## src/rtl/core_params.svh

```systemverilog
/*
 * Core-wide sizes: data width, register file geometry
 * and the credit depths of the input and retire ports
 */

`ifndef CORE_PARAMS_SVH
`define CORE_PARAMS_SVH

// Datapath and register file
`define XLEN        32
`define NREGS       32
`define RADDR_W     5

// Input FIFO depth, also the credits the source starts with
`define IN_CREDITS  4
// Sink buffer depth, credits held by the execute stage after reset
`define OUT_CREDITS 2

`endif

```

## src/rtl/isa_pkg.sv

```systemverilog
/*
 * RV32I encodings for the supported integer subset:
 * opcodes, funct codes, R/I instruction views and the instruction union
 */

package isa_pkg;

  // Major opcodes kept by this core
  typedef enum logic [6:0] {
    OPC_OP     = 7'b0110011,
    OPC_OP_IMM = 7'b0010011,
    OPC_LUI    = 7'b0110111
  } opcode_e;

  // funct3 field
  localparam logic [2:0] F3_ADD_SUB = 3'b000;
  localparam logic [2:0] F3_SLL     = 3'b001;
  localparam logic [2:0] F3_SLT     = 3'b010;
  localparam logic [2:0] F3_SLTU    = 3'b011;
  localparam logic [2:0] F3_XOR     = 3'b100;
  localparam logic [2:0] F3_SRL_SRA = 3'b101;
  localparam logic [2:0] F3_OR      = 3'b110;
  localparam logic [2:0] F3_AND     = 3'b111;

  // funct7 field, ALT selects SUB and SRA
  localparam logic [6:0] F7_BASE = 7'b0000000;
  localparam logic [6:0] F7_ALT  = 7'b0100000;

  typedef struct packed {
    logic [6:0] funct7;
    logic [4:0] rs2;
    logic [4:0] rs1;
    logic [2:0] funct3;
    logic [4:0] rd;
    logic [6:0] opcode;
  } r_fmt_t;

  typedef struct packed {
    logic [11:0] imm12;
    logic [4:0]  rs1;
    logic [2:0]  funct3;
    logic [4:0]  rd;
    logic [6:0]  opcode;
  } i_fmt_t;

  // Same 32-bit word, seen raw or through either format
  typedef union packed {
    logic [31:0] raw;
    r_fmt_t      r;
    i_fmt_t      i;
  } instr_u;

endpackage

```

## src/rtl/pipe_pkg.sv

```systemverilog
/*
 * Pipeline types: ALU operation encoding,
 * decode-to-execute payload and the retire record
 */

`include "core_params.svh"

package pipe_pkg;

  typedef enum logic [3:0] {
    ALU_ADD, ALU_SUB, ALU_SLL, ALU_SLT, ALU_SLTU,
    ALU_XOR, ALU_SRL, ALU_SRA, ALU_OR,  ALU_AND
  } alu_op_e;

  // Decode to execute
  typedef struct packed {
    alu_op_e             alu_op;
    logic [`XLEN-1:0]    operand_a;
    logic [`XLEN-1:0]    operand_b;
    logic [`RADDR_W-1:0] rd;
    logic                we;
    logic                illegal;
  } id_ex_t;

  // Retire port record, also used for forwarding
  typedef struct packed {
    logic [`RADDR_W-1:0] rd;
    logic [`XLEN-1:0]    result;
    logic                we;
    logic                illegal;
  } retire_t;

endpackage

```

## src/rtl/reg_file.sv

```systemverilog
/*
 * Integer register file, two combinational read ports
 * and one write port, x0 hardwired to zero
 */

`timescale 1ns/1ns
`include "core_params.svh"

module reg_file (
  input  logic                clk_i,
  input  logic                rst_ni,
  input  logic [`RADDR_W-1:0] raddr_a_i,
  input  logic [`RADDR_W-1:0] raddr_b_i,
  output logic [`XLEN-1:0]    rdata_a_o,
  output logic [`XLEN-1:0]    rdata_b_o,
  input  logic                we_i,
  input  logic [`RADDR_W-1:0] waddr_i,
  input  logic [`XLEN-1:0]    wdata_i
);

  logic [`XLEN-1:0] regs_q [`NREGS];

  always_ff @(posedge clk_i or negedge rst_ni) begin
    if (!rst_ni) begin
      for (int i = 0; i < `NREGS; i++) begin
        regs_q[i] <= '0;
      end
    end else if (we_i && (waddr_i != '0)) begin
      regs_q[waddr_i] <= wdata_i;
    end
  end

  // x0 reads as zero
  assign rdata_a_o = (raddr_a_i == '0) ? '0 : regs_q[raddr_a_i];
  assign rdata_b_o = (raddr_b_i == '0) ? '0 : regs_q[raddr_b_i];

endmodule

```

## src/rtl/decode_stage.sv

```systemverilog
/*
 * Decode stage: credit-managed input FIFO, instruction decode,
 * immediate generation, operand read with forwarding, ID/EX register
 */

`timescale 1ns/1ns
`include "core_params.svh"

module decode_stage (
  input  logic                clk_i,
  input  logic                rst_ni,
  input  logic                instr_valid_i,
  input  isa_pkg::instr_u     instr_i,
  output logic                instr_credit_o,
  output logic [`RADDR_W-1:0] raddr_a_o,
  output logic [`RADDR_W-1:0] raddr_b_o,
  input  logic [`XLEN-1:0]    rdata_a_i,
  input  logic [`XLEN-1:0]    rdata_b_i,
  input  logic                fwd_valid_i,
  input  pipe_pkg::retire_t   fwd_i,
  input  logic                ex_ready_i,
  output logic                id_ex_valid_o,
  output pipe_pkg::id_ex_t    id_ex_o
);

  localparam int unsigned PTR_W = $clog2(`IN_CREDITS);
  localparam int unsigned CNT_W = $clog2(`IN_CREDITS + 1);

  isa_pkg::instr_u   fifo_q [`IN_CREDITS];
  logic [PTR_W-1:0]  wr_ptr_q;
  logic [PTR_W-1:0]  rd_ptr_q;
  logic [CNT_W-1:0]  count_q;
  logic              pop;
  logic              credit_q;
  isa_pkg::instr_u   head;
  logic              is_op;
  logic              alt;
  logic              shift_f3;
  logic              funct7_ok;
  logic [`XLEN-1:0]  imm_i;
  logic [`XLEN-1:0]  imm_sh;
  logic [`XLEN-1:0]  imm_u;
  logic [`XLEN-1:0]  rs1_val;
  logic [`XLEN-1:0]  rs2_val;
  pipe_pkg::id_ex_t  id_ex_d;
  logic              id_ex_valid_q;
  pipe_pkg::id_ex_t  id_ex_q;

  function automatic logic [PTR_W-1:0] ptr_next(input logic [PTR_W-1:0] p);
    return (p == PTR_W'(`IN_CREDITS - 1)) ? '0 : p + 1'b1;
  endfunction

  //////////////////////////////////////////////////////////////////////
  // Input FIFO
  //////////////////////////////////////////////////////////////////////

  // Source never sends without a credit, so a push never meets a full FIFO
  assign pop  = (count_q != '0) && ex_ready_i;
  assign head = fifo_q[rd_ptr_q];

  always_ff @(posedge clk_i) begin
    if (instr_valid_i) begin
      fifo_q[wr_ptr_q] <= instr_i;
    end
  end

  always_ff @(posedge clk_i or negedge rst_ni) begin
    if (!rst_ni) begin
      wr_ptr_q <= '0;
      rd_ptr_q <= '0;
      count_q  <= '0;
      credit_q <= 1'b0;
    end else begin
      if (instr_valid_i) wr_ptr_q <= ptr_next(wr_ptr_q);
      if (pop) rd_ptr_q <= ptr_next(rd_ptr_q);
      count_q  <= count_q + CNT_W'(instr_valid_i) - CNT_W'(pop);
      // One credit back per popped entry
      credit_q <= pop;
    end
  end

  assign instr_credit_o = credit_q;

  //////////////////////////////////////////////////////////////////////
  // Decode and operands
  //////////////////////////////////////////////////////////////////////

  assign raddr_a_o = head.r.rs1;
  assign raddr_b_o = head.r.rs2;

  // Bypass from the instruction currently in execute
  assign rs1_val = (fwd_valid_i && fwd_i.we && (fwd_i.rd != '0) && (fwd_i.rd == raddr_a_o)) ?
                   fwd_i.result : rdata_a_i;
  assign rs2_val = (fwd_valid_i && fwd_i.we && (fwd_i.rd != '0) && (fwd_i.rd == raddr_b_o)) ?
                   fwd_i.result : rdata_b_i;

  assign imm_i  = {{(`XLEN-12){head.i.imm12[11]}}, head.i.imm12};
  assign imm_sh = {{(`XLEN-5){1'b0}}, head.r.rs2};
  assign imm_u  = {head.raw[31:12], 12'b0};

  assign is_op     = head.r.opcode == isa_pkg::OPC_OP;
  assign alt       = head.r.funct7 == isa_pkg::F7_ALT;
  assign shift_f3  = (head.r.funct3 == isa_pkg::F3_SLL) ||
                     (head.r.funct3 == isa_pkg::F3_SRL_SRA);
  // ALT only legal on SRA/SRAI and SUB
  assign funct7_ok = (head.r.funct7 == isa_pkg::F7_BASE) ||
                     (alt && ((head.r.funct3 == isa_pkg::F3_SRL_SRA) ||
                              (is_op && (head.r.funct3 == isa_pkg::F3_ADD_SUB))));

  always_comb begin
    id_ex_d.alu_op    = pipe_pkg::ALU_ADD;
    id_ex_d.operand_a = rs1_val;
    id_ex_d.operand_b = rs2_val;
    id_ex_d.rd        = head.r.rd;
    id_ex_d.illegal   = 1'b0;
    case (head.r.funct3)
      isa_pkg::F3_ADD_SUB: id_ex_d.alu_op = (is_op && alt) ? pipe_pkg::ALU_SUB : pipe_pkg::ALU_ADD;
      isa_pkg::F3_SLL:     id_ex_d.alu_op = pipe_pkg::ALU_SLL;
      isa_pkg::F3_SLT:     id_ex_d.alu_op = pipe_pkg::ALU_SLT;
      isa_pkg::F3_SLTU:    id_ex_d.alu_op = pipe_pkg::ALU_SLTU;
      isa_pkg::F3_XOR:     id_ex_d.alu_op = pipe_pkg::ALU_XOR;
      isa_pkg::F3_SRL_SRA: id_ex_d.alu_op = alt ? pipe_pkg::ALU_SRA : pipe_pkg::ALU_SRL;
      isa_pkg::F3_OR:      id_ex_d.alu_op = pipe_pkg::ALU_OR;
      default:             id_ex_d.alu_op = pipe_pkg::ALU_AND;
    endcase
    case (head.r.opcode)
      isa_pkg::OPC_OP: id_ex_d.illegal = !funct7_ok;
      isa_pkg::OPC_OP_IMM: begin
        id_ex_d.illegal   = shift_f3 && !funct7_ok;
        id_ex_d.operand_b = shift_f3 ? imm_sh : imm_i;
      end
      isa_pkg::OPC_LUI: begin
        // 0 + U immediate
        id_ex_d.alu_op    = pipe_pkg::ALU_ADD;
        id_ex_d.operand_a = '0;
        id_ex_d.operand_b = imm_u;
      end
      default: id_ex_d.illegal = 1'b1;
    endcase
    id_ex_d.we = !id_ex_d.illegal;
  end

  //////////////////////////////////////////////////////////////////////
  // ID/EX register
  //////////////////////////////////////////////////////////////////////

  always_ff @(posedge clk_i or negedge rst_ni) begin
    if (!rst_ni) begin
      id_ex_valid_q <= 1'b0;
    end else if (pop) begin
      id_ex_valid_q <= 1'b1;
    end else if (ex_ready_i) begin
      id_ex_valid_q <= 1'b0;
    end
  end

  always_ff @(posedge clk_i) begin
    if (pop) id_ex_q <= id_ex_d;
  end

  assign id_ex_valid_o = id_ex_valid_q;
  assign id_ex_o       = id_ex_q;

endmodule

```

## src/rtl/exec_stage.sv

```systemverilog
/*
 * Execute stage: ALU, retire credit counter,
 * retire register and register file write-back
 */

`timescale 1ns/1ns
`include "core_params.svh"

module exec_stage (
  input  logic                clk_i,
  input  logic                rst_ni,
  input  logic                id_ex_valid_i,
  input  pipe_pkg::id_ex_t    id_ex_i,
  output logic                ex_ready_o,
  output logic                fwd_valid_o,
  output pipe_pkg::retire_t   fwd_o,
  output logic                rf_we_o,
  output logic [`RADDR_W-1:0] rf_waddr_o,
  output logic [`XLEN-1:0]    rf_wdata_o,
  input  logic                ret_credit_i,
  output logic                retire_valid_o,
  output pipe_pkg::retire_t   retire_o
);

  localparam int unsigned CRD_W   = $clog2(`OUT_CREDITS + 1);
  localparam int unsigned SHAMT_W = $clog2(`XLEN);

  logic [CRD_W-1:0]   credits_q;
  logic               fire;
  logic [`XLEN-1:0]   op_a;
  logic [`XLEN-1:0]   op_b;
  logic [SHAMT_W-1:0] shamt;
  logic [`XLEN-1:0]   result;
  pipe_pkg::retire_t  cur;
  logic               retire_valid_q;
  pipe_pkg::retire_t  retire_q;

  //////////////////////////////////////////////////////////////////////
  // ALU
  //////////////////////////////////////////////////////////////////////

  assign op_a  = id_ex_i.operand_a;
  assign op_b  = id_ex_i.operand_b;
  assign shamt = op_b[SHAMT_W-1:0];

  always_comb begin
    case (id_ex_i.alu_op)
      pipe_pkg::ALU_ADD:  result = op_a + op_b;
      pipe_pkg::ALU_SUB:  result = op_a - op_b;
      pipe_pkg::ALU_SLL:  result = op_a << shamt;
      pipe_pkg::ALU_SLT:  result = {{(`XLEN-1){1'b0}}, $signed(op_a) < $signed(op_b)};
      pipe_pkg::ALU_SLTU: result = {{(`XLEN-1){1'b0}}, op_a < op_b};
      pipe_pkg::ALU_XOR:  result = op_a ^ op_b;
      pipe_pkg::ALU_SRL:  result = op_a >> shamt;
      pipe_pkg::ALU_SRA:  result = $unsigned($signed(op_a) >>> shamt);
      pipe_pkg::ALU_OR:   result = op_a | op_b;
      default:            result = op_a & op_b;
    endcase
  end

  //////////////////////////////////////////////////////////////////////
  // Credits, retire and write-back
  //////////////////////////////////////////////////////////////////////

  // Retire only while the sink has room
  assign fire       = id_ex_valid_i && (credits_q != '0);
  assign ex_ready_o = !id_ex_valid_i || fire;

  always_ff @(posedge clk_i or negedge rst_ni) begin
    if (!rst_ni) begin
      credits_q      <= CRD_W'(`OUT_CREDITS);
      retire_valid_q <= 1'b0;
    end else begin
      credits_q      <= credits_q - CRD_W'(fire) + CRD_W'(ret_credit_i);
      retire_valid_q <= fire;
    end
  end

  always_comb begin
    cur.rd      = id_ex_i.rd;
    cur.result  = result;
    cur.we      = id_ex_i.we;
    cur.illegal = id_ex_i.illegal;
  end

  always_ff @(posedge clk_i) begin
    if (fire) retire_q <= cur;
  end

  assign fwd_valid_o    = id_ex_valid_i;
  assign fwd_o          = cur;
  assign rf_we_o        = fire && id_ex_i.we;
  assign rf_waddr_o     = id_ex_i.rd;
  assign rf_wdata_o     = result;
  assign retire_valid_o = retire_valid_q;
  assign retire_o       = retire_q;

endmodule

```

## src/rtl/int_core.sv

```systemverilog
/*
 * Integer core top: decode stage, execute stage and register file
 */

`timescale 1ns/1ns
`include "core_params.svh"

module int_core (
  input  logic              clk_i,
  input  logic              rst_ni,
  input  logic              instr_valid_i,
  input  isa_pkg::instr_u   instr_i,
  output logic              instr_credit_o,
  input  logic              ret_credit_i,
  output logic              retire_valid_o,
  output pipe_pkg::retire_t retire_o
);

  logic [`RADDR_W-1:0] raddr_a;
  logic [`RADDR_W-1:0] raddr_b;
  logic [`XLEN-1:0]    rdata_a;
  logic [`XLEN-1:0]    rdata_b;
  logic                fwd_valid;
  pipe_pkg::retire_t   fwd;
  logic                ex_ready;
  logic                id_ex_valid;
  pipe_pkg::id_ex_t    id_ex;
  logic                rf_we;
  logic [`RADDR_W-1:0] rf_waddr;
  logic [`XLEN-1:0]    rf_wdata;

  decode_stage u_decode (
    .clk_i          (clk_i),
    .rst_ni         (rst_ni),
    .instr_valid_i  (instr_valid_i),
    .instr_i        (instr_i),
    .instr_credit_o (instr_credit_o),
    .raddr_a_o      (raddr_a),
    .raddr_b_o      (raddr_b),
    .rdata_a_i      (rdata_a),
    .rdata_b_i      (rdata_b),
    .fwd_valid_i    (fwd_valid),
    .fwd_i          (fwd),
    .ex_ready_i     (ex_ready),
    .id_ex_valid_o  (id_ex_valid),
    .id_ex_o        (id_ex)
  );

  exec_stage u_exec (
    .clk_i          (clk_i),
    .rst_ni         (rst_ni),
    .id_ex_valid_i  (id_ex_valid),
    .id_ex_i        (id_ex),
    .ex_ready_o     (ex_ready),
    .fwd_valid_o    (fwd_valid),
    .fwd_o          (fwd),
    .rf_we_o        (rf_we),
    .rf_waddr_o     (rf_waddr),
    .rf_wdata_o     (rf_wdata),
    .ret_credit_i   (ret_credit_i),
    .retire_valid_o (retire_valid_o),
    .retire_o       (retire_o)
  );

  // Write port driven from execute
  reg_file u_regs (
    .clk_i     (clk_i),
    .rst_ni    (rst_ni),
    .raddr_a_i (raddr_a),
    .raddr_b_i (raddr_b),
    .rdata_a_o (rdata_a),
    .rdata_b_o (rdata_b),
    .we_i      (rf_we),
    .waddr_i   (rf_waddr),
    .wdata_i   (rf_wdata)
  );

endmodule

```

## config.mk

```make
export PLATFORM = sky130hd
export DESIGN_NAME = int_core
export DESIGN_NICKNAME = d
export VERILOG_FILES = /design/src/rtl/isa_pkg.sv /design/src/rtl/pipe_pkg.sv /design/src/rtl/reg_file.sv /design/src/rtl/decode_stage.sv /design/src/rtl/exec_stage.sv /design/src/rtl/int_core.sv
export VERILOG_INCLUDE_DIRS = /design/src /design/src/rtl
export SDC_FILE = /design/constraint.sdc
export NUM_CORES = 2
export LEC_CHECK = 0
export BUFFER_PORTS_ARGS = -buffer_cell sky130_fd_sc_hd__buf_2
export CAP_MARGIN = 20
export CORE_MARGIN = 2
export CORE_UTILIZATION = 40
export DETAILED_ROUTE_END_ITERATION = 10
export MAX_ROUTING_LAYER = met4
export PLACE_DENSITY = 0.62
export SETUP_SLACK_MARGIN = 0.4
export SLEW_MARGIN = 40
export SYNTH_ARGS = -nofsm -noshare
export SYNTH_HDL_FRONTEND = slang
export SYNTH_SLANG_ARGS = --single-unit
```

## constraint.sdc

```tcl
create_clock -name clk_i -period 15.5 [get_ports clk_i]
set_clock_uncertainty 0.1 [all_clocks]
set_input_delay 4.65 -clock clk_i [delete_from_list [all_inputs] [get_ports clk_i]]
set_output_delay 4.65 -clock clk_i [all_outputs]
set_load 0.05 [all_outputs]
```

==> key figures <==
Layout
  • Layout Nets: 6704
  • Fin cells: 9039
  • Fill cells: 16600
  • Layout area overhead: 9.72%
  • Most common cell after layout, fill and taps aside: nand2_1
  • Share of layout cells above drive strength 1: 19.8%
  • Design area: 79900 um2
  • Most frequent cells in the layout: 1366 x nand2_1, 1033 x dfrtp_1, 794 x o21ai_0

Min path
  • Class of the worst hold path: flop to flop

Clock network
  • Reg clk slew, reported paths: 60 ps
  • Clock sink total: 1278
  • Root Driver: clkbuf_16
  • TritonCTS clock tree: done
  • # hold bufs at CTS: 0
  • H-tree Lvls: 4
  • Worst-Skew Late Latency: 790 ps
  • CTS buffer count: 135
  • Post-CTS Setup Inserts: 0
  • CTS Buffer Depth: 3
  • Post_cts resized: 0

Logic synthesis
  • Syn_nets: 6966
  • FFs w/ async S/R, synth: 81.1%
  • Yosys warning total: 0
  • Count of cell types in the netlist: 117
  • Top FF cell, synth: dfrtp_1
  • Synth top area share: 35.6%
  • Number of synthesized flops with an enable pin: 242
  • Synth area leader: dfrtp_1
  • Seq/Total Area, Yosys: 45.6%
  • Avg Inst Size Synth: 10.7 um2
  • Top cells by area, synth: dfrtp_1 36%, mux4_2 16%, edfxtp_1 10%
  • Syn Std Cell Area: 72800 um2
  • Cells after Synth: 6821
  • #FFs+latches synth: 1278

Timing
  • Final setup fails: 0
  • Relative slew slack: 35.6%
  • Fmax: 0.158 GHz
  • Setup TNS: 0 ps
  • Post-route minimum period: 6320 ps
  • RSZ-0062 raised after global routing: false
  • Worst Tran Pin Value: 962 ps
  • Max-slew violation count: 0
  • Endpoints failing hold: 0
  • Final worst path period share: 40.8%

Routing
  • Number of routed nets with antenna violations: 0
  • Drt total wl: 272000 um
  • Drt pass-1 iters: 6
  • Routed vias: 58100
  • WL per Instance: 30.1 um
  • Via density: 6.43
  • Initial DRC count: 7537
  • DRC: 0

Critical path
  • CP Data Arrival Time: 1570 ps
  • Crit path required time: 10750 ps
  • Startpoint Class: flop
  • Worst path bufs/invs: 1
  • Crit path max fanout: 1
  • CP max stage delay: 480 ps
  • Critical path's top delay family: flip-flops
  • FF-to-FF setup slack: 9190 ps
  • Worst setup EP type: output pin
  • Kind of critical path: flop to output pin
  • Crit-path cells: buf_2
  • Critical-path top delay cell: edfxtp_1

Placement
  • Dpl cells: 8788
  • DP Area: 75500 um2
  • Post-DP HPWL: 171000 um
  • Gp weighted congestion: 1.01
  • Port bufs: 76

Power and ir drop
  • Final Power: 21100 uW
  • Worst vdd ir: 0.000154 V
  • LEAKAGE: 0.0329 uW
  • Pwr Density: 264 nW/um2

Die
  • Initial Util: 40.3%
  • Std-Cell Rows: 156
  • CORE AREA: 181000 um2
  • Die width: 431 um
  • Die Y: 431 um
  • IO Count: 77
  • Full die area: 186000 um2

Global route
  • First-pass GRT wire length: 397000 um
  • GRT overflow: 0
  • GRT Total Usage: 29.9%
  • Vias in the first global route: 56800
  • Largest net degree at the start of global routing: 155
  • Antenna violations before repair: 10

Run status
  • Outcome: completed

Run
  • Max-cap violations: 0
[flip-flops by register name (all words and copies together) (netlist names)]
register	count
u_regs.regs_q	1024
u_decode.fifo_q	128
u_decode.id_ex_o	75
u_exec.retire_o	39
u_decode.count_q	3
u_decode.rd_ptr_q	2
u_decode.wr_ptr_q	2
u_exec.credits_q	2
u_decode.id_ex_valid_o	1
u_decode.instr_credit_o	1
u_exec.retire_valid_o	1
[cells in the mapped netlist, drive strengths merged (24+ instances only)]
master,number
ha,106
a211oi,64
o31ai,44
nor3,60
a221oi,26
inv,127
mux2i,185
a21oi,170
o21ai,919
o221ai,32
a22oi,30
xnor2,27
o211ai,41
clkbuf,389
buf,280
mux2,194
nand2,1399
nand3,139
and3,44
dfrtp,1035
a31oi,56
nor2b,56
mux4,510
nor2,228
nand4,27
o22ai,32
a221o,24
and2,24
edfxtp,242
[per-stage QoR]
stage | util [%] | hold slack (ps) | setup WS (ps)
detailed placement | 41.7 | 265 | 8230
CTS | 44.1 | 280 | 9040
floorplan | - | 300 | 9270
global placement | 41.5 | 262 | 7610
finish | 44.2 | 279 | 9180
global route | 44.2 | 288 | 8780
[power breakdown]
group | internal (uW) | switching (uW) | total [uW]
clock | 1830 | 1390 | 3220
sequential | 4760 | 1020 | 5790
combinational | 4080 | 8010 | 12100
[worst reg2reg max path, cell delays in order (launching register included)]
cell	delay, ps
dfrtp_2	350
buf_4	530
mux4_4	780
buf_4	590
buf_4	710
buf_4	650
buf_4	590
mux4_2	590
a222oi_1	300
nand4_1	400
a221oi_1	350
o21ai_1	100
[cells by family after synthesis]
family | synth area share (%)
adder cells (fa/ha/maj) | 1.90
flip-flops | 45.6
XOR/XNOR | 0.409
multiplexers | 21.3
buffers and inverters | 4.91
AO/OA/AOI/OAI | 13.9
AND/OR/NAND/NOR | 12.0
[worst paths after layout]
path,start,endpoint,cells after the start
setup / recovery,u_exec.retire_o[11],retire_o[11],1
hold / removal,u_regs.regs_q[996],u_regs.regs_q[996],0
setup reg to reg,u_decode.rd_ptr_q[1],u_decode.id_ex_o[37],11
hold reg to reg,u_regs.regs_q[996],u_regs.regs_q[996],0
max in group asynchronous,rst_ni,u_regs.regs_q[517],4
min in group asynchronous,rst_ni,u_regs.regs_q[864],1
[layout make-up]
class / instances / area [um2] / area share [%]
diodes: 5 / 12.5 / 0.0157
clock buffers: 196 / 3920 / 4.90
clock inverters: 46 / 399 / 0.499
inverters: 129 / 487 / 0.609
multi-input cells: 4745 / 36800 / 46.0
flip-flops and latches: 1278 / 33200 / 41.5
well taps: 2370 / 2970 / 3.71
repair buffers: 270 / 2150 / 2.69
[routing by layer]
layer / global-route usage (%) / vias up / routed length, um
li1: - / 24500 / -
met1: 37.3 / 29200 / 102000
met2: 44.4 / 3519 / 122000
met3: 6.39 / 900 / 27400
met4: 18.7 / 0 / 19800
met5: - / - / 0
No activity file was read; power rests on OpenSTA's default activity.
